===== src/source/scaler_pkg.sv =====
//##########################################################################
// Shared constants and types of the downscaler. Modules refer to them by
// scoped names.
//##########################################################################
package scaler_pkg;

    // Scale step in 4.12 fixed point
    localparam int STEP_W = 16;
    localparam int FRAC_W = 12;

    // Ratio 1.0, also the floor for any programmed step
    localparam logic [STEP_W-1:0] UNITY_STEP = STEP_W'(1 << FRAC_W);

    // Progress through a line (horizontal) or a frame (vertical)
    typedef enum logic [1:0] {
        SPAN_IDLE,   // Span not started yet
        SPAN_FIRST,  // First sample seen, no predecessor
        SPAN_ACTIVE  // Interpolation possible
    } span_state_e;

endpackage


===== src/source/video_if.sv =====
//##########################################################################
// Pixel stream between the scaler stages, one pixel per cycle with
// de/hs/vs levels. Source drives, sink reads.
//##########################################################################
`timescale 1ns/1ps

interface video_if #(
    parameter int PIXEL_WIDTH = 12
) ();

    logic [PIXEL_WIDTH-1:0] pix;  // Valid while de is high
    logic                   de;
    logic                   hs;   // Line sync
    logic                   vs;   // Frame sync, never with de

    modport source (
        output pix, de, hs, vs
    );

    modport sink (
        input pix, de, hs, vs
    );

endinterface


===== src/source/scaler_h.sv =====
//##########################################################################
// Horizontal downscaler. A per-line phase accumulator picks the output
// positions and a two-stage pipeline blends neighbouring pixels.
//##########################################################################
`timescale 1ns/1ps

module scaler_h #(
    parameter int PIXEL_WIDTH      = 12,
    parameter int COE_WIDTH        = 10,
    parameter int LINE_IN_SIZE_MAX = 1024
) (
    input  logic                          clk,
    input  logic                          rst_n_i,
    input  logic [scaler_pkg::STEP_W-1:0] step_i,
    video_if.sink                         vid_in,
    video_if.source                       vid_out
);

    localparam int CNT_W  = $clog2(LINE_IN_SIZE_MAX) + 1;
    localparam int POS_W  = CNT_W + scaler_pkg::FRAC_W;
    localparam int PROD_W = PIXEL_WIDTH + COE_WIDTH + 1;
    localparam int SUM_W  = PROD_W + 1;

    scaler_pkg::span_state_e state_q;
    logic [CNT_W-1:0]        cnt_q;   // Index of the previous pixel
    logic [POS_W-1:0]        pos_q;   // Position of the next output
    logic [PIXEL_WIDTH-1:0]  prev_q;
    logic                    emit;
    logic [COE_WIDTH-1:0]    w;
    logic [COE_WIDTH:0]      w_inv;
    logic [PROD_W-1:0]       prod_a_q;
    logic [PROD_W-1:0]       prod_b_q;
    logic [SUM_W-1:0]        sum;
    logic                    emit_q;
    logic                    hs_q;
    logic                    vs_q;
    logic [PIXEL_WIDTH-1:0]  pix_q2;
    logic                    de_q2;
    logic                    hs_q2;
    logic                    vs_q2;

    // Output when the integer part of the position lands on the previous pixel
    assign emit  = vid_in.de && (state_q != scaler_pkg::SPAN_IDLE) &&
                   (pos_q[POS_W-1:scaler_pkg::FRAC_W] == cnt_q);
    assign w     = pos_q[scaler_pkg::FRAC_W-1 -: COE_WIDTH];
    assign w_inv = {1'b1, {COE_WIDTH{1'b0}}} - {1'b0, w};
    assign sum   = SUM_W'(prod_a_q) + SUM_W'(prod_b_q);

    always_ff @(posedge clk or negedge rst_n_i) begin
        if (!rst_n_i) begin
            state_q <= scaler_pkg::SPAN_IDLE;
            cnt_q   <= '0;
            pos_q   <= '0;
        end else if (vid_in.hs || vid_in.vs) begin  // New line
            state_q <= scaler_pkg::SPAN_IDLE;
            cnt_q   <= '0;
            pos_q   <= '0;
        end else if (vid_in.de) begin
            if (state_q == scaler_pkg::SPAN_IDLE) begin
                state_q <= scaler_pkg::SPAN_FIRST;  // Held as predecessor only
            end else begin
                state_q <= scaler_pkg::SPAN_ACTIVE;
                cnt_q   <= cnt_q + 1'b1;
                if (emit) begin
                    pos_q <= pos_q + POS_W'(step_i);
                end
            end
        end
    end

    // Sync and valid pipeline, 2 cycles
    always_ff @(posedge clk or negedge rst_n_i) begin
        if (!rst_n_i) begin
            emit_q <= 1'b0;
            hs_q   <= 1'b0;
            vs_q   <= 1'b0;
            de_q2  <= 1'b0;
            hs_q2  <= 1'b0;
            vs_q2  <= 1'b0;
        end else begin
            emit_q <= emit;
            hs_q   <= vid_in.hs;
            vs_q   <= vid_in.vs;
            de_q2  <= emit_q;
            hs_q2  <= hs_q;
            vs_q2  <= vs_q;
        end
    end

    always_ff @(posedge clk) begin
        if (vid_in.de) begin
            prev_q <= vid_in.pix;
        end
        prod_a_q <= PROD_W'(prev_q) * PROD_W'(w_inv);      // a * (1 - w)
        prod_b_q <= PROD_W'(vid_in.pix) * PROD_W'(w);      // b * w
        pix_q2   <= sum[COE_WIDTH +: PIXEL_WIDTH];
    end

    assign vid_out.pix = pix_q2;
    assign vid_out.de  = de_q2;
    assign vid_out.hs  = hs_q2;
    assign vid_out.vs  = vs_q2;

endmodule


===== src/flat_wrapper.sv =====
// flat-port wrapper written by rule: the top's interface ports become plain ports
module scaler_h_flat 
#(
    parameter int PIXEL_WIDTH      = 12,
    parameter int COE_WIDTH        = 10,
    parameter int LINE_IN_SIZE_MAX = 1024
)
  (clk, rst_n_i, step_i, vid_in_pix, vid_in_de, vid_in_hs, vid_in_vs, vid_out_pix, vid_out_de, vid_out_hs, vid_out_vs);
  video_if #(.PIXEL_WIDTH(PIXEL_WIDTH)) vid_in_i ();
  video_if #(.PIXEL_WIDTH(PIXEL_WIDTH)) vid_out_i ();
  input  logic clk;
  input  logic rst_n_i;
  input  logic [scaler_pkg::STEP_W-1:0] step_i;
  input wire logic [$bits(vid_in_i.pix)-1:0] vid_in_pix;
  input wire logic [$bits(vid_in_i.de)-1:0] vid_in_de;
  input wire logic [$bits(vid_in_i.hs)-1:0] vid_in_hs;
  input wire logic [$bits(vid_in_i.vs)-1:0] vid_in_vs;
  output wire logic [$bits(vid_out_i.pix)-1:0] vid_out_pix;
  output wire logic [$bits(vid_out_i.de)-1:0] vid_out_de;
  output wire logic [$bits(vid_out_i.hs)-1:0] vid_out_hs;
  output wire logic [$bits(vid_out_i.vs)-1:0] vid_out_vs;
  assign vid_in_i.pix = vid_in_pix;
  assign vid_in_i.de = vid_in_de;
  assign vid_in_i.hs = vid_in_hs;
  assign vid_in_i.vs = vid_in_vs;
  assign vid_out_pix = vid_out_i.pix;
  assign vid_out_de = vid_out_i.de;
  assign vid_out_hs = vid_out_i.hs;
  assign vid_out_vs = vid_out_i.vs;
  scaler_h #(.PIXEL_WIDTH(PIXEL_WIDTH), .COE_WIDTH(COE_WIDTH), .LINE_IN_SIZE_MAX(LINE_IN_SIZE_MAX)) u_core (.clk(clk), .rst_n_i(rst_n_i), .step_i(step_i), .vid_in(vid_in_i), .vid_out(vid_out_i));
endmodule

===== config.mk =====
export PLATFORM = sky130hd
export DESIGN_NAME = scaler_h_flat
export DESIGN_NICKNAME = d
export VERILOG_FILES = /design/src/source/scaler_pkg.sv /design/src/source/video_if.sv /design/src/source/scaler_h.sv /design/src/flat_wrapper.sv
export SDC_FILE = /design/constraint.sdc
export NUM_CORES = 1
export LEC_CHECK = 0
export ABC_AREA = 1
export BUFFER_PORTS_ARGS = -buffer_cell sky130_fd_sc_hd__buf_2
export CORE_MARGIN = 4
export CORE_UTILIZATION = 53
export CTS_CLUSTER_SIZE = 40
export DETAILED_ROUTE_END_ITERATION = 6
export GPL_ROUTABILITY_DRIVEN = 0
export PLACE_DENSITY = 0.7
export SYNTH_ARGS = -nofsm -noshare
export SYNTH_HDL_FRONTEND = slang
export SYNTH_SLANG_ARGS = --single-unit

===== constraint.sdc =====
create_clock -name clk -period 6.4 [get_ports clk]
set_input_delay 1.28 -clock clk [delete_from_list [all_inputs] [get_ports clk]]
set_output_delay 1.28 -clock clk [all_outputs]
set_load 0.02 [all_outputs]

---- Word-level counts from Yosys, hierarchy flattened ----
Cells that the tools add are included.
storage, ports and cells
  output and inout bits ................... 15
  register bits after elaboration ......... 110
  word-level logic and storage cells ...... 40
operators by class
  reductions and logical operators ........ 9
  eq/ne operators ......................... 2
  mux-type cells .......................... 10
  multipliers ............................. 2
  add/sub/neg operators ................... 4
operators by type and width
  operator                                                number
  two-way mux 23 bit                                      4
  two-way mux 11 bit                                      3
  adder 23 x 16 -> 23 bit                                 1
  adder 22 bit                                            1
  multiplier 12 x 10 -> 22 bit                            1
  multiplier 12 x 11 -> 22 bit                            1
  adder 11 x 1 -> 11 bit (second input constant)          1
  equality test 11 bit                                    1
  subtractor 11 x 10 -> 11 bit (first input constant)     1
  two-way mux 2 bit                                       3
  nonzero test 2 bit                                      3
  AND reduction 3 bit                                     1
  logical AND 1 bit                                       2
  zero test 2 bit                                         1
  inequality test 2 x 1 -> 1 bit (second input constant)  1
  AND reduction 2 bit                                     1
  logical OR 1 bit                                        1

---- Depth between registers and ports, before layout ----
  word-level depth ........................ 7
  gate-level depth with buffers ........... 29
  mapped depth without buffers ............ 28

---- Worst setup path before layout ----
OpenSTA, ideal clock, no wires.
  path kind ............................... input-to-reg
  start point ............................. input port vid_in_pix[9]
  end point ............................... register u_core.prod_b_q[21]
  buffers on the path ..................... 1
  arrival ................................. 5240 ps
  setup slack ............................. 1038 ps
  cell stages on the path ................. 18
  data required time ...................... 6278 ps
  cells stage by stage .................... clkbuf_1 > nand2_1 > fa_1 > inv_1 > fa_1 > inv_1 > fa_1 > inv_1 > fa_1 > fa_1 > ha_1 > nand2_1 > nand2_1 > a21boi_0 > nand2_1 > nand2_1 > nand3_1 > xor2_1
between the ends
  word-level cells in the longest chain between the ends .. 1
ends and longest elaborated chain
  what                          RTL line            source
  start, declared               flat_wrapper.sv:14  input wire logic [$bits(vid_in_i.pix)-1:0] vid_in_pix;
  multiplier 12 x 10 -> 22 bit  scaler_h.sv:95      prod_b_q <= PROD_W'(vid_in.pix) * PROD_W'(w);
  end signal, assigned          scaler_h.sv:95
  end, declared                 scaler_h.sv:32      logic [PROD_W-1:0] prod_b_q;
No other way between the ends.
A chain may end at the register's enable or synchronous reset.

---- Worst setup path in the final report ----
  start point ............................. register u_core.pos_q[4]
  end point ............................... register u_core.prod_a_q[21]
between the ends
  word-level cells in the longest chain between the ends .. 2
ends and longest elaborated chain
  what                          RTL line        source
  start, declared               scaler_h.sv:26  logic [POS_W-1:0] pos_q;
  start signal, assigned        scaler_h.sv:65  pos_q <= pos_q + POS_W'(step_i);
  subtractor 11 x 10 -> 11 bit  scaler_h.sv:46  assign w_inv = {1'b1, {COE_WIDTH{1'b0}}} - {1'b0, w};
  multiplier 12 x 11 -> 22 bit  scaler_h.sv:94  prod_a_q <= PROD_W'(prev_q) * PROD_W'(w_inv);
  end signal, assigned          scaler_h.sv:94
  end, declared                 scaler_h.sv:31  logic [PROD_W-1:0] prod_a_q;
No other way between the ends.

==> run summary <==
Initial drt markers: 702
Worst-Margin Slew: 0.9546 ns
CP Data Required Time: 6.66 ns
RR Startpoint: u_core.pos_q[4]
Hold Crit Start: u_core.emit_q
Slowest CP cell: dfrtp_1
CTS Buffer Depth: 2
Detail Route Antenna Nets: 0
Tmin final: 6.030 ns
TritonCTS Buffers: 9
Share of layout cells above drive strength 1: 5.538%
Wire per inst: 15.28 um
Layout Cells excl Fill: 2,231
Async S/R FF share, synth: 38.18%
Via density: 5.356
Setup Fix Bufs, Post-CTS: 0
Hold Path Sink: u_core.vid_out.de
Syn Nets: 2,222
Seq/Total Area, Yosys: 17.84%
Crit Path Class: reg -> reg
Final hold slack: 0.3585 ns
# Max-Cap Violations: 0
Mapped Area: 14,200 um^2
N_diodes: 0
Hold_buf cts: 0
Max Slew Vio Count: 0
Worst IR drop on VDD: 0.1288 mV
Top FF cell, synth: dfxtp_1
Synth warn: 0
Starting density of the core: 54.17%
CP max stage delay: 0.84 ns
Vias in the first global route: 11,864
Mapped Cells: 1,869
R2R Setup Slk: 0.37 ns
Final Hold Fails: 0
Die height: 171.7 um
Nature of the critical path startpoint: register
Initial antenna violation count: 1
CP cell instances: clkinv_2 > nand4_4 > nor2_4 > nand2_2 > nand2_1 > inv_1 > nand2_1 > fa_1 > inv_1 > fa_1 > fa_1 > fa_1 > inv_1 > fa_1 > inv_1 > ha_1 > a21oi_1 > o21ai_0 > a21o_1 > nand2_1 > nand3_1 > nand2_1 > nand2_1
RSZ-0062 raised after global routing: false
Leakage power: 8.454 nW
First-pass GRT wire length: 57,920 um
Die area: 29,470 um^2
Hold path depth: 0
R2R depth: 23
PwrDens: 164.9 nW/um^2
Clk sinks: 110
Final setup vio count: 0
Row count: 59
Area delta synth->final: 5.791%
DRC: 0
Filler cell count: 2,473
Maximum clock rate: 165.8 MHz
Crit-path max FO: 16
Worst setup margin: 0.3699 ns
Largest net degree at the start of global routing: 43
Worst-Skew Late Latency: 0.37 ns
CTS tree: yes
GRT Total Usage: 24.36%
Setup TNS: 0 ns
Distinct cells, synth: 50
Gates resized, CTS repair: 0
DP Worst Slack: 0.3069 ns
Number of port buffers: 47
Crit path DAT: 6.29 ns
CTS root buffer: clkbuf_16
Post-synth EDFFs: 12
Total gr overflow: 0
Final Skew: 0.01536 ns
Hold Crit Class: reg -> reg
Fin crit share: 94.22%
Flops & latches, synth: 110
H-tree depth: 3
Total Routed Length: 34,080 um
Via count: 11,950
Die Wd: 171.7 um
Slew margin rel.: 36.36%
Avg Inst Size Synth: 7.596 um^2
Setup crit end kind: register
Core area: 26,210 um^2
Status: finished clean
DPL Wire Length: 27,970 um
Clock transition at the registers of the reported paths: 0.08 ns
Top Ports: 48
Final #Nets: 2,244
Drt pass-1 iters: 5
Cell count after placement: 2,215
Worst r2r dst: u_core.prod_a_q[21]
[worst max-delay path, delay by kind of cell (launching register included)]
family | cells | cell delay [ns]
compound gates | 3 | 0.57
flops | 1 | 0.84
buf+inv | 5 | 0.67
fa+ha+maj | 6 | 2.79
simple gates | 9 | 1.05
[through the flow]
step	area (um^2)	total power, mW	util, %
4_1_cts	15020	2.495	57.30
5_1_grt	15020	2.678	57.31
3_3_place_gp	14700	1.873	56.10
2_1_floorplan	14200	1.595	-
3_5_place_dp	14700	1.896	56.10
6_report	15020	2.476	57.31
[placed cells by master, fill, tap and decap left out, drive strengths merged]
cell type | netlist | layout
nor4 | 4 | 4
nand3 | 63 | 63
nand2 | 501 | 501
buf | 7 | 51
a21o | 4 | 4
dfrtp | 42 | 42
and3 | 1 | 1
edfxtp | 12 | 12
and2 | 2 | 2
nor2 | 144 | 144
clkinv | 2 | 3
o22ai | 8 | 8
ha | 153 | 153
o211ai | 1 | 1
fa | 167 | 167
xor2 | 31 | 31
dfxtp | 56 | 56
a211oi | 1 | 1
nor3 | 21 | 21
a21boi | 4 | 4
nand4 | 24 | 24
or2 | 3 | 3
o21a | 3 | 3
a21oi | 84 | 84
o31ai | 2 | 2
xnor2 | 30 | 30
nand2b | 3 | 3
clkbuf | 33 | 9
o21bai | 9 | 9
inv | 391 | 397
o21ai | 56 | 56
a31oi | 7 | 7
[power breakdown]
part | internal, mW | total (mW) | switching [mW]
Combinational | 0.357 | 1.01 | 0.656
Sequential | 0.806 | 0.872 | 0.0658
Clock | 0.287 | 0.592 | 0.305
Total | 1.45 | 2.48 | 1.03
[worst max path at each step]
stage / slack, ns / cells after the start / to / startpoint
after floorplan: 1.04 / 18 / u_core.prod_b_q[21] / vid_in_pix[9]
after global placement: 0.45 / 22 / u_core.prod_a_q[20] / u_core.pos_q[3]
after detailed placement: 0.31 / 22 / u_core.prod_a_q[20] / u_core.pos_q[3]
after CTS: 0.28 / 22 / u_core.prod_a_q[20] / u_core.pos_q[3]
after global routing: 0.04 / 23 / u_core.prod_a_q[20] / u_core.pos_q[4]
final: 0.37 / 23 / u_core.prod_a_q[21] / u_core.pos_q[4]
[kinds of logic (layout without fill, tap and decap cells)]
logic type	Yosys count	after routing	share of synthesized area [%]
adders and majority gates	320	320	37.04
and+or+nand+nor	766	766	22.50
AOI/OAI and AO/OA	179	179	6.928
xor gates and xnor gates	61	61	4.028
DFF	110	110	17.84
buffers and inverters	433	460	11.67
[registers in the layout, indices dropped and copies added (netlist names), 2 cells and up]
signal	count
u_core.cnt_q	11
u_core.pos_q	23
u_core.prod_b_q	22
u_core.prod_a_q	22
u_core.prev_q	12
u_core.vid_out.pix	12
u_core.state_q	2
[per-layer routing]
| metal | wire (um) | GRT usage (%) |
|---|---|---|
| met3 | 2408 | 2.827 |
| met4 | 654 | 6.373 |
| met1 | 15100 | 35.23 |
| met5 | 7 | 0 |
| met2 | 15910 | 39.13 |
[Yosys cell counts, types with 2 or more instances]
cell type  count  area, um^2
nand2_1      497        1866
inv_1        384        1441
fa_1         167        3343
ha_1         153        1914
nor2_1       130       488.0
a21oi_1       83       415.4
nand3_1       62       310.3
dfxtp_1       56        1121
o21ai_0       48       240.2
dfrtp_1       42        1051
clkbuf_1      31       116.4
xnor2_1       30       262.8
xor2_1        29       254.0
nand4_1       22       137.6
nor3_1        19       95.09
edfxtp_1      12       360.4
nor2_2         9       56.30
o21bai_1       9       67.56
o21ai_1        8       40.04
o22ai_1        8       50.05
a31oi_1        7       43.79
inv_2          6       22.52
nor2_4         5       56.30
a21boi_0       4       30.03
a21o_1         4       30.03
nand2_2        4       25.02
nor4_1         4       25.02
buf_6          3       33.78
nand2b_1       3       18.77
o21a_1         3       22.52
and2_1         2       12.51
buf_1          2       7.510
buf_2          2       10.01
clkbuf_2       2       10.01
nand4_4        2       42.54
or2_2          2       12.51
xor2_4         2       55.05
[layout make-up]
| cell class | count | area, um^2 | share of cell area (%) |
|---|---|---|---|
| clock buffer | 9 | 225.2 | 1.500 |
| clock inverter | 7 | 88.84 | 0.5915 |
| inverter | 393 | 1479 | 9.848 |
| multi-input combinational | 1326 | 10010 | 66.63 |
| sequential | 110 | 2534 | 16.87 |
| tap | 335 | 419.2 | 2.791 |
| timing repair buffer | 51 | 265.3 | 1.766 |
No activity file was read; power rests on OpenSTA's default activity.
