`src/source/scaler_pkg.sv`:
```
//##########################################################################
// Shared constants and types of the downscaler. Modules refer to them by
// scoped names.
//##########################################################################
package scaler_pkg;

    // Scale step in 4.12 fixed point
    localparam int STEP_W = 16;
    localparam int FRAC_W = 12;

    // Ratio 1.0, also the floor for any programmed step
    localparam logic [STEP_W-1:0] UNITY_STEP = STEP_W'(1 << FRAC_W);

    // Progress through a line (horizontal) or a frame (vertical)
    typedef enum logic [1:0] {
        SPAN_IDLE,   // Span not started yet
        SPAN_FIRST,  // First sample seen, no predecessor
        SPAN_ACTIVE  // Interpolation possible
    } span_state_e;

endpackage

```
`src/source/video_if.sv`:
```
//##########################################################################
// Pixel stream between the scaler stages, one pixel per cycle with
// de/hs/vs levels. Source drives, sink reads.
//##########################################################################
`timescale 1ns/1ps

interface video_if #(
    parameter int PIXEL_WIDTH = 12
) ();

    logic [PIXEL_WIDTH-1:0] pix;  // Valid while de is high
    logic                   de;
    logic                   hs;   // Line sync
    logic                   vs;   // Frame sync, never with de

    modport source (
        output pix, de, hs, vs
    );

    modport sink (
        input pix, de, hs, vs
    );

endinterface

```
`src/source/scale_regs.sv`:
```
//##########################################################################
// Input register stage. Delays the raw stream by one cycle and latches
// the clamped scale steps once per frame on the rising edge of vs.
//##########################################################################
`timescale 1ns/1ps

module scale_regs #(
    parameter int PIXEL_WIDTH = 12
) (
    input  logic                          clk,
    input  logic                          rst_n_i,
    input  logic [scaler_pkg::STEP_W-1:0] h_scale_step_i,
    input  logic [scaler_pkg::STEP_W-1:0] v_scale_step_i,
    input  logic [PIXEL_WIDTH-1:0]        pix_i,
    input  logic                          de_i,
    input  logic                          hs_i,
    input  logic                          vs_i,
    video_if.source                       vid,
    output logic [scaler_pkg::STEP_W-1:0] h_step_o,
    output logic [scaler_pkg::STEP_W-1:0] v_step_o
);

    logic [PIXEL_WIDTH-1:0] pix_q;
    logic                   de_q;
    logic                   hs_q;
    logic                   vs_q;
    logic                   frame_start;

    // No upscaling, anything below 1.0 becomes 1.0
    function automatic logic [scaler_pkg::STEP_W-1:0] clamp_step(
        input logic [scaler_pkg::STEP_W-1:0] step
    );
        return (step < scaler_pkg::UNITY_STEP) ? scaler_pkg::UNITY_STEP : step;
    endfunction

    assign frame_start = vs_i && !vs_q;

    always_ff @(posedge clk or negedge rst_n_i) begin
        if (!rst_n_i) begin
            de_q     <= 1'b0;
            hs_q     <= 1'b0;
            vs_q     <= 1'b0;
            h_step_o <= scaler_pkg::UNITY_STEP;
            v_step_o <= scaler_pkg::UNITY_STEP;
        end else begin
            de_q <= de_i;
            hs_q <= hs_i;
            vs_q <= vs_i;
            if (frame_start) begin  // Ratios fixed for the whole frame
                h_step_o <= clamp_step(h_scale_step_i);
                v_step_o <= clamp_step(v_scale_step_i);
            end
        end
    end

    always_ff @(posedge clk) begin
        pix_q <= pix_i;
    end

    assign vid.pix = pix_q;
    assign vid.de  = de_q;
    assign vid.hs  = hs_q;
    assign vid.vs  = vs_q;

endmodule

```
`src/flat_wrapper.sv`:
```
// flat-port wrapper written by rule: the top's interface ports become plain ports
module scale_regs_flat 
#(
    parameter int PIXEL_WIDTH = 12
)
  (clk, rst_n_i, h_scale_step_i, v_scale_step_i, pix_i, de_i, hs_i, vs_i, h_step_o, v_step_o, vid_pix, vid_de, vid_hs, vid_vs);
  video_if #(.PIXEL_WIDTH(PIXEL_WIDTH)) vid_i ();
  input  logic clk;
  input  logic rst_n_i;
  input  logic [scaler_pkg::STEP_W-1:0] h_scale_step_i;
  input  logic [scaler_pkg::STEP_W-1:0] v_scale_step_i;
  input  logic [PIXEL_WIDTH-1:0] pix_i;
  input  logic de_i;
  input  logic hs_i;
  input  logic vs_i;
  output logic [scaler_pkg::STEP_W-1:0] h_step_o;
  output logic [scaler_pkg::STEP_W-1:0] v_step_o;
  output wire logic [$bits(vid_i.pix)-1:0] vid_pix;
  output wire logic [$bits(vid_i.de)-1:0] vid_de;
  output wire logic [$bits(vid_i.hs)-1:0] vid_hs;
  output wire logic [$bits(vid_i.vs)-1:0] vid_vs;
  assign vid_pix = vid_i.pix;
  assign vid_de = vid_i.de;
  assign vid_hs = vid_i.hs;
  assign vid_vs = vid_i.vs;
  scale_regs #(.PIXEL_WIDTH(PIXEL_WIDTH)) u_core (.clk(clk), .rst_n_i(rst_n_i), .h_scale_step_i(h_scale_step_i), .v_scale_step_i(v_scale_step_i), .pix_i(pix_i), .de_i(de_i), .hs_i(hs_i), .vs_i(vs_i), .vid(vid_i), .h_step_o(h_step_o), .v_step_o(v_step_o));
endmodule
```
`config.mk`:
```
export PLATFORM = sky130hd
export DESIGN_NAME = scale_regs_flat
export DESIGN_NICKNAME = d
export VERILOG_FILES = /design/src/source/scaler_pkg.sv /design/src/source/video_if.sv /design/src/source/scale_regs.sv /design/src/flat_wrapper.sv
export SDC_FILE = /design/constraint.sdc
export NUM_CORES = 1
export LEC_CHECK = 0
export ABC_AREA = 1
export BUFFER_PORTS_ARGS = -buffer_cell sky130_fd_sc_hd__buf_2
export CELL_PAD_IN_SITES_DETAIL_PLACEMENT = 1
export CELL_PAD_IN_SITES_GLOBAL_PLACEMENT = 2
export CORE_MARGIN = 2
export CORE_UTILIZATION = 23
export DETAILED_ROUTE_END_ITERATION = 7
export GPL_TIMING_DRIVEN = 0
export PLACE_DENSITY = 0.87
export SETUP_SLACK_MARGIN = 0.3
export SLEW_MARGIN = 10
export SYNTH_ARGS = -nofsm -noshare
export SYNTH_HDL_FRONTEND = slang
export SYNTH_SLANG_ARGS = --single-unit
```
`constraint.sdc`:
```
create_clock -name clk -period 1.25 [get_ports clk]
set_input_delay 0.125 -clock clk [delete_from_list [all_inputs] [get_ports clk]]
set_output_delay 0.125 -clock clk [all_outputs]
set_load 0.005 [all_outputs]
```
## Yosys cells after proc, flatten, opt, wreduce, memory -nomap -nowiden

Index checks and enable logic that the tools add are counted.

| storage, ports and cells | value |
|---|---|
| input port bits | 49 |
| output and inout port bits | 47 |
| bits in registers | 47 |
| logic and storage cells | 12 |

| cells by class | value |
|---|---|
| $lt $le $gt $ge | 2 |
| muxes and demuxes | 2 |
| reductions and logical operators | 2 |

Operators by type and width:

| kind | count |
|---|---|
| $lt 16x13->1 const B | 2 |
| $mux 16 | 2 |
| $logic_and 1x1->1 | 1 |
| $logic_not 1->1 | 1 |

## Longest topological paths before layout

Gate-level depths: netlist of run 1.

| logic depth | value |
|---|---|
| depth after elaboration | 2 |
| depth in mapped cells | 5 |
| mapped depth without buffers | 4 |

## Worst setup path before layout of run 1

Ideal clock, no wire load.

| path | value |
|---|---|
| path type | reg-to-reg |
| start | reg u_core.vs_q, in the netlist u_core.vid.vs |
| end | reg u_core.v_step_o[4] in the netlist's numbering |
| arrival | 818 ps |
| clock period less this slack | 936 ps |
| slack | 314 ps |
| required time | 1133 ps |
| stages on the path, launching flop included | 6 |
| cell sequence | dfrtp_1 > inv_1 > nand2_1 > buf_4 > nand2_1 > nand2_1 |

| on the way | value |
|---|---|
| longest elaborated chain between the ends | 2 |

Ends and longest elaborated chain:

| element | RTL line | source |
|---|---|---|
| start: declaration | scale_regs.sv:26 | `logic vs_q;` |
| start signal: assignment | scale_regs.sv:48 | `vs_q <= vs_i;` |
| $logic_not 1->1 | scale_regs.sv:36 | `assign frame_start = vs_i && !vs_q;` |
| $logic_and 1x1->1 | scale_regs.sv:36 |  |
| end signal: assignment | scale_regs.sv:44 | `v_step_o <= scaler_pkg::UNITY_STEP;` |
| end signal: assignment | scale_regs.sv:51 | `v_step_o <= clamp_step(v_scale_step_i);` |
| end: declaration | scale_regs.sv:20 | `output logic [scaler_pkg::STEP_W-1:0] v_step_o` |

No other way between the ends.
A chain may end at the register's enable or synchronous reset.

## Worst setup path in the final report of run 1

Same ends and word-level chain as after synthesis.

==> impl_metrics.csv, run 1 <==
group,metric,value,unit
drt,met1Wirelength,2140,um
synth,synth_most_common_cell,"nand2_1",
power,clock_power_share,0.320,
sta,relSlewSlack,0.474,
power,internal-power,2.67,mW
setup_path,critPathTopFamily,"flip-flops",
sta,rsz0062_at_grt,"true",
layout,seq_area,1120,um^2
sta,fin_crit_sh,0.870,
drt,dr.pass1.iters,4,
layout,final_area,2850,um^2
min_path,min_path_type,"input pin to async pin",
global_route,grt-ovfl-total,0,
floorplanning,ios,96,
setup_path,crit_start,"u_core.vid.vs$_DFF_PN0_",
drt,wl_met2,2470,um
power,p_leak,1.52,nW
place,placed_area,2180,um^2
synth,syn_area,1600,um^2
setup_path,critical_path.cell_chain,"nor2_4 -> buf_6 -> buf_6 -> nand3_2 -> nand2_1",
clock_tree,clock_path_buffers,2,
flow_run,drv_cap,0,
sta,worstMarginPinSlew,788,ps
synth,yosys.area.top_type,"dfrtp_1",
sta,whs,-107,ps
power,power.density,1260,nW/um^2
setup_path,r2r.worst_path.cells,5,
layout,nets,347,
synth,synth_seq_cells,47,
clock_tree,cts_tree,"built",
drt,drc,0,
synth,ys_top_cells_by_count,"nand2_1 (69), dfrtp_1 (33), nand3_1 (24)",
setup_path,crit_top_cell,"buf_6",
setup_path,critPathArrivalTime,1330,ps
run_status,violations,"negative hold slack",
synth,synth.avg_cell_area,9.96,um^2
sta,finClkSkew,5.67,ps
floorplanning,dieArea,7660,um^2
global_route,grt_pass1_wl,8240,um
sta,fmax,920,MHz
floorplanning,die_h,87.5,um
setup_path,worstReg2RegEnd,"u_core.v_step_o[4]$_DFFE_PN0P_",
global_route,grt_max_degree,36,
place,gp_congestion,0.714,
clock_tree,h-tree-depth,2,
setup_path,cp.depth,5,
setup_path,worstSetupEndpoint,"u_core.v_step_o[4]$_DFFE_PN0P_",
synth,synthArstFlopShare,0.745,
power,power_frac_comb,0.192,
clock_tree,cts_root_buf,"clkbuf_8",
synth,synthCells,161,
drt,drt.antenna.violating_nets,0,
setup_path,crit_type,"register to register",
synth,ys_warn_count,0,
floorplanning,start_util,0.237,
setup_path,required,1490,ps
synth,ys_types,11,
setup_path,cpMaxStageDelayCell,"dfrtp_1",
synth,synth_edf_count,0,
clock_tree,insertion_delay,300,ps
drt,top_layer,"met4",
setup_path,r2r_setup_slack,160,ps
floorplanning,core-area,6760,um^2
drt,viasPerCell,4.24,
drt,drtIter0Drc,38,
clock_tree,clock-sinks,47,
sta,fin_crit,1090,ps
power,power_switching,0.919,mW
synth,yosysSeqAreaShare,0.697,
setup_path,end_kind,"register",
sta,setup_viol,0,
global_route,antenna_found_initial,0,
run_status,outcome,"complete, but fails checks",
layout,multiInputGateArea,579,um^2
power,irDropWorstVdd,0.000615,V
drt,met3_wirelength,368,um
global_route,grt_pass1_vias,1729,
synth,synth_top_area_share,0.515,
synth,ys_top_cells_by_area,"dfrtp_1 (51%), nand2_1 (16%), dfxtp_1 (15%), nand3_1 (7.5%), dfstp_2 (3.3%)",
layout,area_delta_synth_final,77.4,%
place,numPortBuffers,95,
synth,syn_nets,210,
sta,final_max_slew_viol_count,0,
clock_tree,numCtsBuffers,5,
sta,hold_viol,33,
floorplanning,rows,30,
drt,wl_per_cell,13.2,um
floorplanning,die_width,87.5,um
setup_path,cp_slowest_stage_delay,430,ps
place,post-dp-hpwl,3280,um
setup_path,r2r-start,"u_core.vid.vs$_DFF_PN0_",
clock_tree,cts.reportedPaths.clkPinSlew,100,ps
layout,antennaDiodeCount,0,
global_route,grt_usage,0.141,
power,seqPwrFrac,0.488,
setup_path,crit_fanout,5,
layout,drive_gt1_frac,0.559,
layout,nFillCells,791,
drt,routed_wl,5010,um
setup_path,start_kind,"register",
setup_path,worst-path-buf-inv,2,
power,p_sw_frac,0.256,
synth,synth_ff_type,"dfrtp_1",
drt,vias,1607,
sta,fin_setup_tns,0,ps
-- cells by family (layout without fill, tap and decap cells) --
kind of cell,count (synthesis),in the layout,synth area share
buffers and inverters,10,148,0.0343
AOI/OAI and AO/OA,2,2,0.00624
and+or+nand+nor,102,102,0.262
DFF,47,47,0.697
-- worst min-delay path by stage --
stage | slack (ps) | startpoint | to | depth (start not counted)
5_1_grt | -30 | rst_n_i | u_core.h_step_o[1]$_DFFE_PN0P_ | 1
2_1_floorplan | -170 | rst_n_i | u_core.h_step_o[0]$_DFFE_PN0P_ | 0
3_5_place_dp | 230 | pix_i[8] | u_core.vid.pix[8]$_DFF_P_ | 1
4_1_cts | -60 | rst_n_i | u_core.h_step_o[1]$_DFFE_PN0P_ | 1
3_3_place_gp | 230 | pix_i[6] | u_core.vid.pix[6]$_DFF_P_ | 1
6_report | -110 | rst_n_i | u_core.h_step_o[1]$_DFFE_PN0P_ | 1
-- flip-flops by register name, indices dropped and copies added (netlist names) --
name	count
u_core.vid.vs	1
u_core.v_step_o	16
u_core.vid.pix	12
u_core.vid.hs	1
u_core.h_step_o	16
u_core.vid.de	1
-- what timing repair did --
item / in CTS / in global routing
setup endpoints to repair: 56 / 67
buffers inserted: 8 / 7
hold endpoints to repair: 47 / 34
gates resized for setup: 51 / 10
cloned: 5 / 0
hold buffers: 14 / 1
pin swaps: 35 / 37
-- per-stage QoR --
stage	hold slack, ps	setup slack [ps]	util	total power, mW	std cells
2_1_floorplan	-171	314	-	1.96	161
6_report	-107	163	0.421	3.59	379
3_3_place_gp	227	186	0.323	2.25	336
4_1_cts	-60.9	166	0.405	3.60	371
5_1_grt	-32.2	84.0	0.421	3.80	379
3_5_place_dp	229	162	0.323	2.27	336
-- worst register-to-register path, stage by stage, from the launching register on --
cell and delay (ps):
dfrtp_1 430, nor2_4 170, buf_6 140, buf_6 130, nand3_2 70, nand2_1 80
-- power groups by stage --
stage                     Combinational [mW]  Clock [mW]  Sequential, mW
after floorplan                        0.160           0            1.80
after global placement                 0.477           0            1.78
after detailed placement               0.490           0            1.78
after CTS                              0.646        1.20            1.75
after global routing                   0.775        1.26            1.77
final                                  0.690        1.15            1.75
-- area by class of cell --
cell class                      instances  area share
Buffer                                  8      0.0299
Clock buffer                            5      0.0242
Clock inverter                          3      0.0167
Inverter                                2     0.00264
Multi-Input combinational cell        104       0.204
Sequential cell                        47       0.393
Tap cell                               80      0.0352
Timing Repair Buffer                  130       0.295
-- placed cells by master (no fill, tap or decap) --
cell type and n:
dfstp_2 2, nand3_2 22, buf_2 95, nand2_8 1, buf_16 1, bufinv_16 1, buf_6 12, inv_1 1
a21oi_1 2, dlygate4sd3_1 15, clkinv_4 1, inv_2 1, dfxtp_1 12, nand3_1 2, buf_8 3, inv_6 1
nand2_2 9, buf_4 12, nor2_1 8, nor2_4 1, dfrtp_1 33, clkbuf_8 5, nand2_1 59
-- routing by layer --
| layer | vias up | global-route usage |
|---|---|---|
| li1 | 776 | - |
| met1 | 762 | 0.177 |
| met2 | 64 | 0.236 |
| met3 | 5 | 0.0408 |
| met4 | 0 | 0.0378 |
| met5 | - | 0 |
No activity file was read; power rests on OpenSTA's default activity.
==> inputs of run 2 (changes only) <==
--- a/config.mk
+++ b/config.mk
@@ -7,13 +7,14 @@
 export LEC_CHECK = 0
 export ABC_AREA = 1
 export BUFFER_PORTS_ARGS = -buffer_cell sky130_fd_sc_hd__buf_2
+export CAP_MARGIN = 20
 export CELL_PAD_IN_SITES_DETAIL_PLACEMENT = 1
 export CELL_PAD_IN_SITES_GLOBAL_PLACEMENT = 2
 export CORE_MARGIN = 2
 export CORE_UTILIZATION = 23
 export DETAILED_ROUTE_END_ITERATION = 7
 export GPL_TIMING_DRIVEN = 0
-export PLACE_DENSITY = 0.87
+export PLACE_DENSITY_LB_ADDON = 0.1
 export SETUP_SLACK_MARGIN = 0.3
 export SLEW_MARGIN = 10
 export SYNTH_ARGS = -nofsm -noshare
==> impl_metrics.csv, run 2 (synthesis results as in run 1) <==
group,metric,value,unit
place,dp.cells,336,
sta,fmax,934,MHz
layout,drive_gt1_frac,0.502,
drt,wl_per_cell,13.4,um
drt,drc,0,
drt,drtIter0Drc,64,
sta,worstMarginPinSlew,804,ps
setup_path,start_kind,"register",
floorplanning,core-area,6760,um^2
power,p_leak,1.47,nW
setup_path,worstReg2RegEnd,"u_core.h_step_o[2]$_DFFE_PN0P_",
sta,finClkSkew,6.55,ps
floorplanning,start_util,0.237,
global_route,grt_pass1_wl,7690,um
floorplanning,die_width,87.5,um
place,numPortBuffers,95,
clock_tree,h-tree-depth,2,
drt,drt.antenna.violating_nets,0,
drt,viasPerCell,4.23,
sta,timing.final.ws_setup,180,ps
setup_path,crit_fanout,8,
drt,dr.pass1.iters,3,
layout,final_common_cell,"buf_2",
sta,rsz0062_at_grt,"true",
layout,final_cell_mix,"buf_2 (96), nand2_1 (65), dfrtp_1 (33)",
global_route,grt_busiest_layer,"met2",
setup_path,required,1490,ps
clock_tree,insertion_delay,300,ps
setup_path,critPathTopFamily,"flip-flops",
layout,layout.cells.non_filler,373,
sta,final_max_slew_viol_count,0,
layout,antennaDiodeCount,0,
layout,seq_area,1120,um^2
global_route,antenna_found_initial,0,
global_route,grt_usage,0.132,
place,gp_congestion,0.688,
clock_tree,cts.reportedPaths.clkPinSlew,90,ps
clock_tree,cts_root_buf,"clkbuf_8",
drt,routed_wl,5000,um
floorplanning,ios,96,
layout,multiInputGateArea,531,um^2
floorplanning,dieArea,7660,um^2
global_route,grt_pass1_vias,1602,
drt,vias,1576,
setup_path,cpMaxStageDelayCell,"dfrtp_1",
layout,nFillCells,816,
setup_path,r2r_setup_slack,180,ps
floorplanning,die_h,87.5,um
run_status,outcome,"complete, but fails checks",
run_status,violations,"negative hold slack",
sta,fin_crit,1070,ps
layout,nets,341,
clock_tree,clock_path_buffers,2,
clock_tree,numCtsBuffers,5,
layout,area_delta_synth_final,69.6,%
setup_path,worst-path-buf-inv,2,
setup_path,end_kind,"register",
global_route,grt_util_met2,0.220,
place,post-place-ws,156,ps
sta,fin_crit_sh,0.856,
sta,whs,-87.3,ps
global_route,met3_usage,0.0445,
sta,hold_viol,33,
global_route,grt-ovfl-total,0,
setup_path,r2r.worst_path.cells,5,
clock_tree,cts_hold_buffers,15,
layout,fin_util,0.403,
clock_tree,cts_tree,"built",
global_route,grt_max_degree,36,
sta,fin_setup_tns,0,ps
setup_path,cp_slowest_stage_delay,440,ps
global_route,grtUsageMet1,0.163,
setup_path,critical_path.cell_chain,"nor2_4 -> buf_12 -> buf_8 -> nand3_2 -> nand2_2",
place,post-dp-hpwl,3320,um
sta,relSlewSlack,0.464,
setup_path,critPathArrivalTime,1310,ps
floorplanning,rows,30,
sta,setup_viol,0,
min_path,min_path_type,"input pin to async pin",
flow_run,drv_cap,0,
power,irDropWorstVdd,0.000543,V
power,power.density,1280,nW/um^2
setup_path,crit_type,"register to register",
clock_tree,clock-sinks,47,
setup_path,r2r-start,"u_core.vid.vs$_DFF_PN0_",
## run 2: changes by cell type in the layout (fill, tap and decap cells not counted), sizes merged
cell / previous run / this run
inv: 3 / 2
clkbuf: 5 / 7
buf: 123 / 117
clkinv: 1 / 0
## run 2: final cells by class
cell class | count | area share
Buffer | 8 | 0.0327
Tap cell | 80 | 0.0368
Multi-Input combinational cell | 104 | 0.195
Sequential cell | 47 | 0.411
Timing Repair Buffer | 124 | 0.282
Inverter | 2 | 0.00276
Clock inverter | 1 | 0.0110
Clock buffer | 7 | 0.0281
## run 2: worst register-to-register path: stages (launching register included)
cell and delay (ps):
dfrtp_1 440, nor2_4 150, buf_12 140, buf_8 130
nand3_2 80, nand2_2 70
## run 2: report_power, final
part,switching [mW],internal [mW]
sequential,0.0758,1.68
clock,0.497,0.599
combinational,0.285,0.349
## run 2: through the flow
stage	power [mW]	area (um^2)
6_report	3.48	2720
4_1_cts	3.48	2570
3_5_place_dp	2.27	2180
3_3_place_gp	2.27	2180
5_1_grt	3.72	2720
2_1_floorplan	1.96	1600
## run 2: per-layer routing
metal,up-vias,routed length (um)
met4,0,41
met5,-,0
li1,766,-
met3,4,321
met2,56,2420
met1,750,2210
## run 2: repair_timing
item / CTS / global route
pin swaps: 19 / 22
endpoints found under the hold margin: 48 / 33
gates cloned: 2 / 2
setup buffers: 3 / 7
resized for setup: 25 / 19
endpoints found under the setup margin: 45 / 66
## run 2: worst max-delay path by stage
stage / start / to / slack [ps] / cells after the start
after floorplan: u_core.vid.vs$_DFF_PN0_ / u_core.v_step_o[4]$_DFFE_PN0P_ / 310 / 5
after global placement: u_core.vid.vs$_DFF_PN0_ / u_core.v_step_o[11]$_DFFE_PN0P_ / 170 / 4
after detailed placement: u_core.vid.vs$_DFF_PN0_ / u_core.h_step_o[9]$_DFFE_PN0P_ / 160 / 4
after CTS: u_core.h_step_o[12]$_DFFE_PN1P_ / h_step_o[12] / 180 / 1
after global routing: u_core.vid.vs$_DFF_PN0_ / u_core.v_step_o[11]$_DFFE_PN0P_ / 130 / 5
final: u_core.vid.vs$_DFF_PN0_ / u_core.h_step_o[2]$_DFFE_PN0P_ / 180 / 5
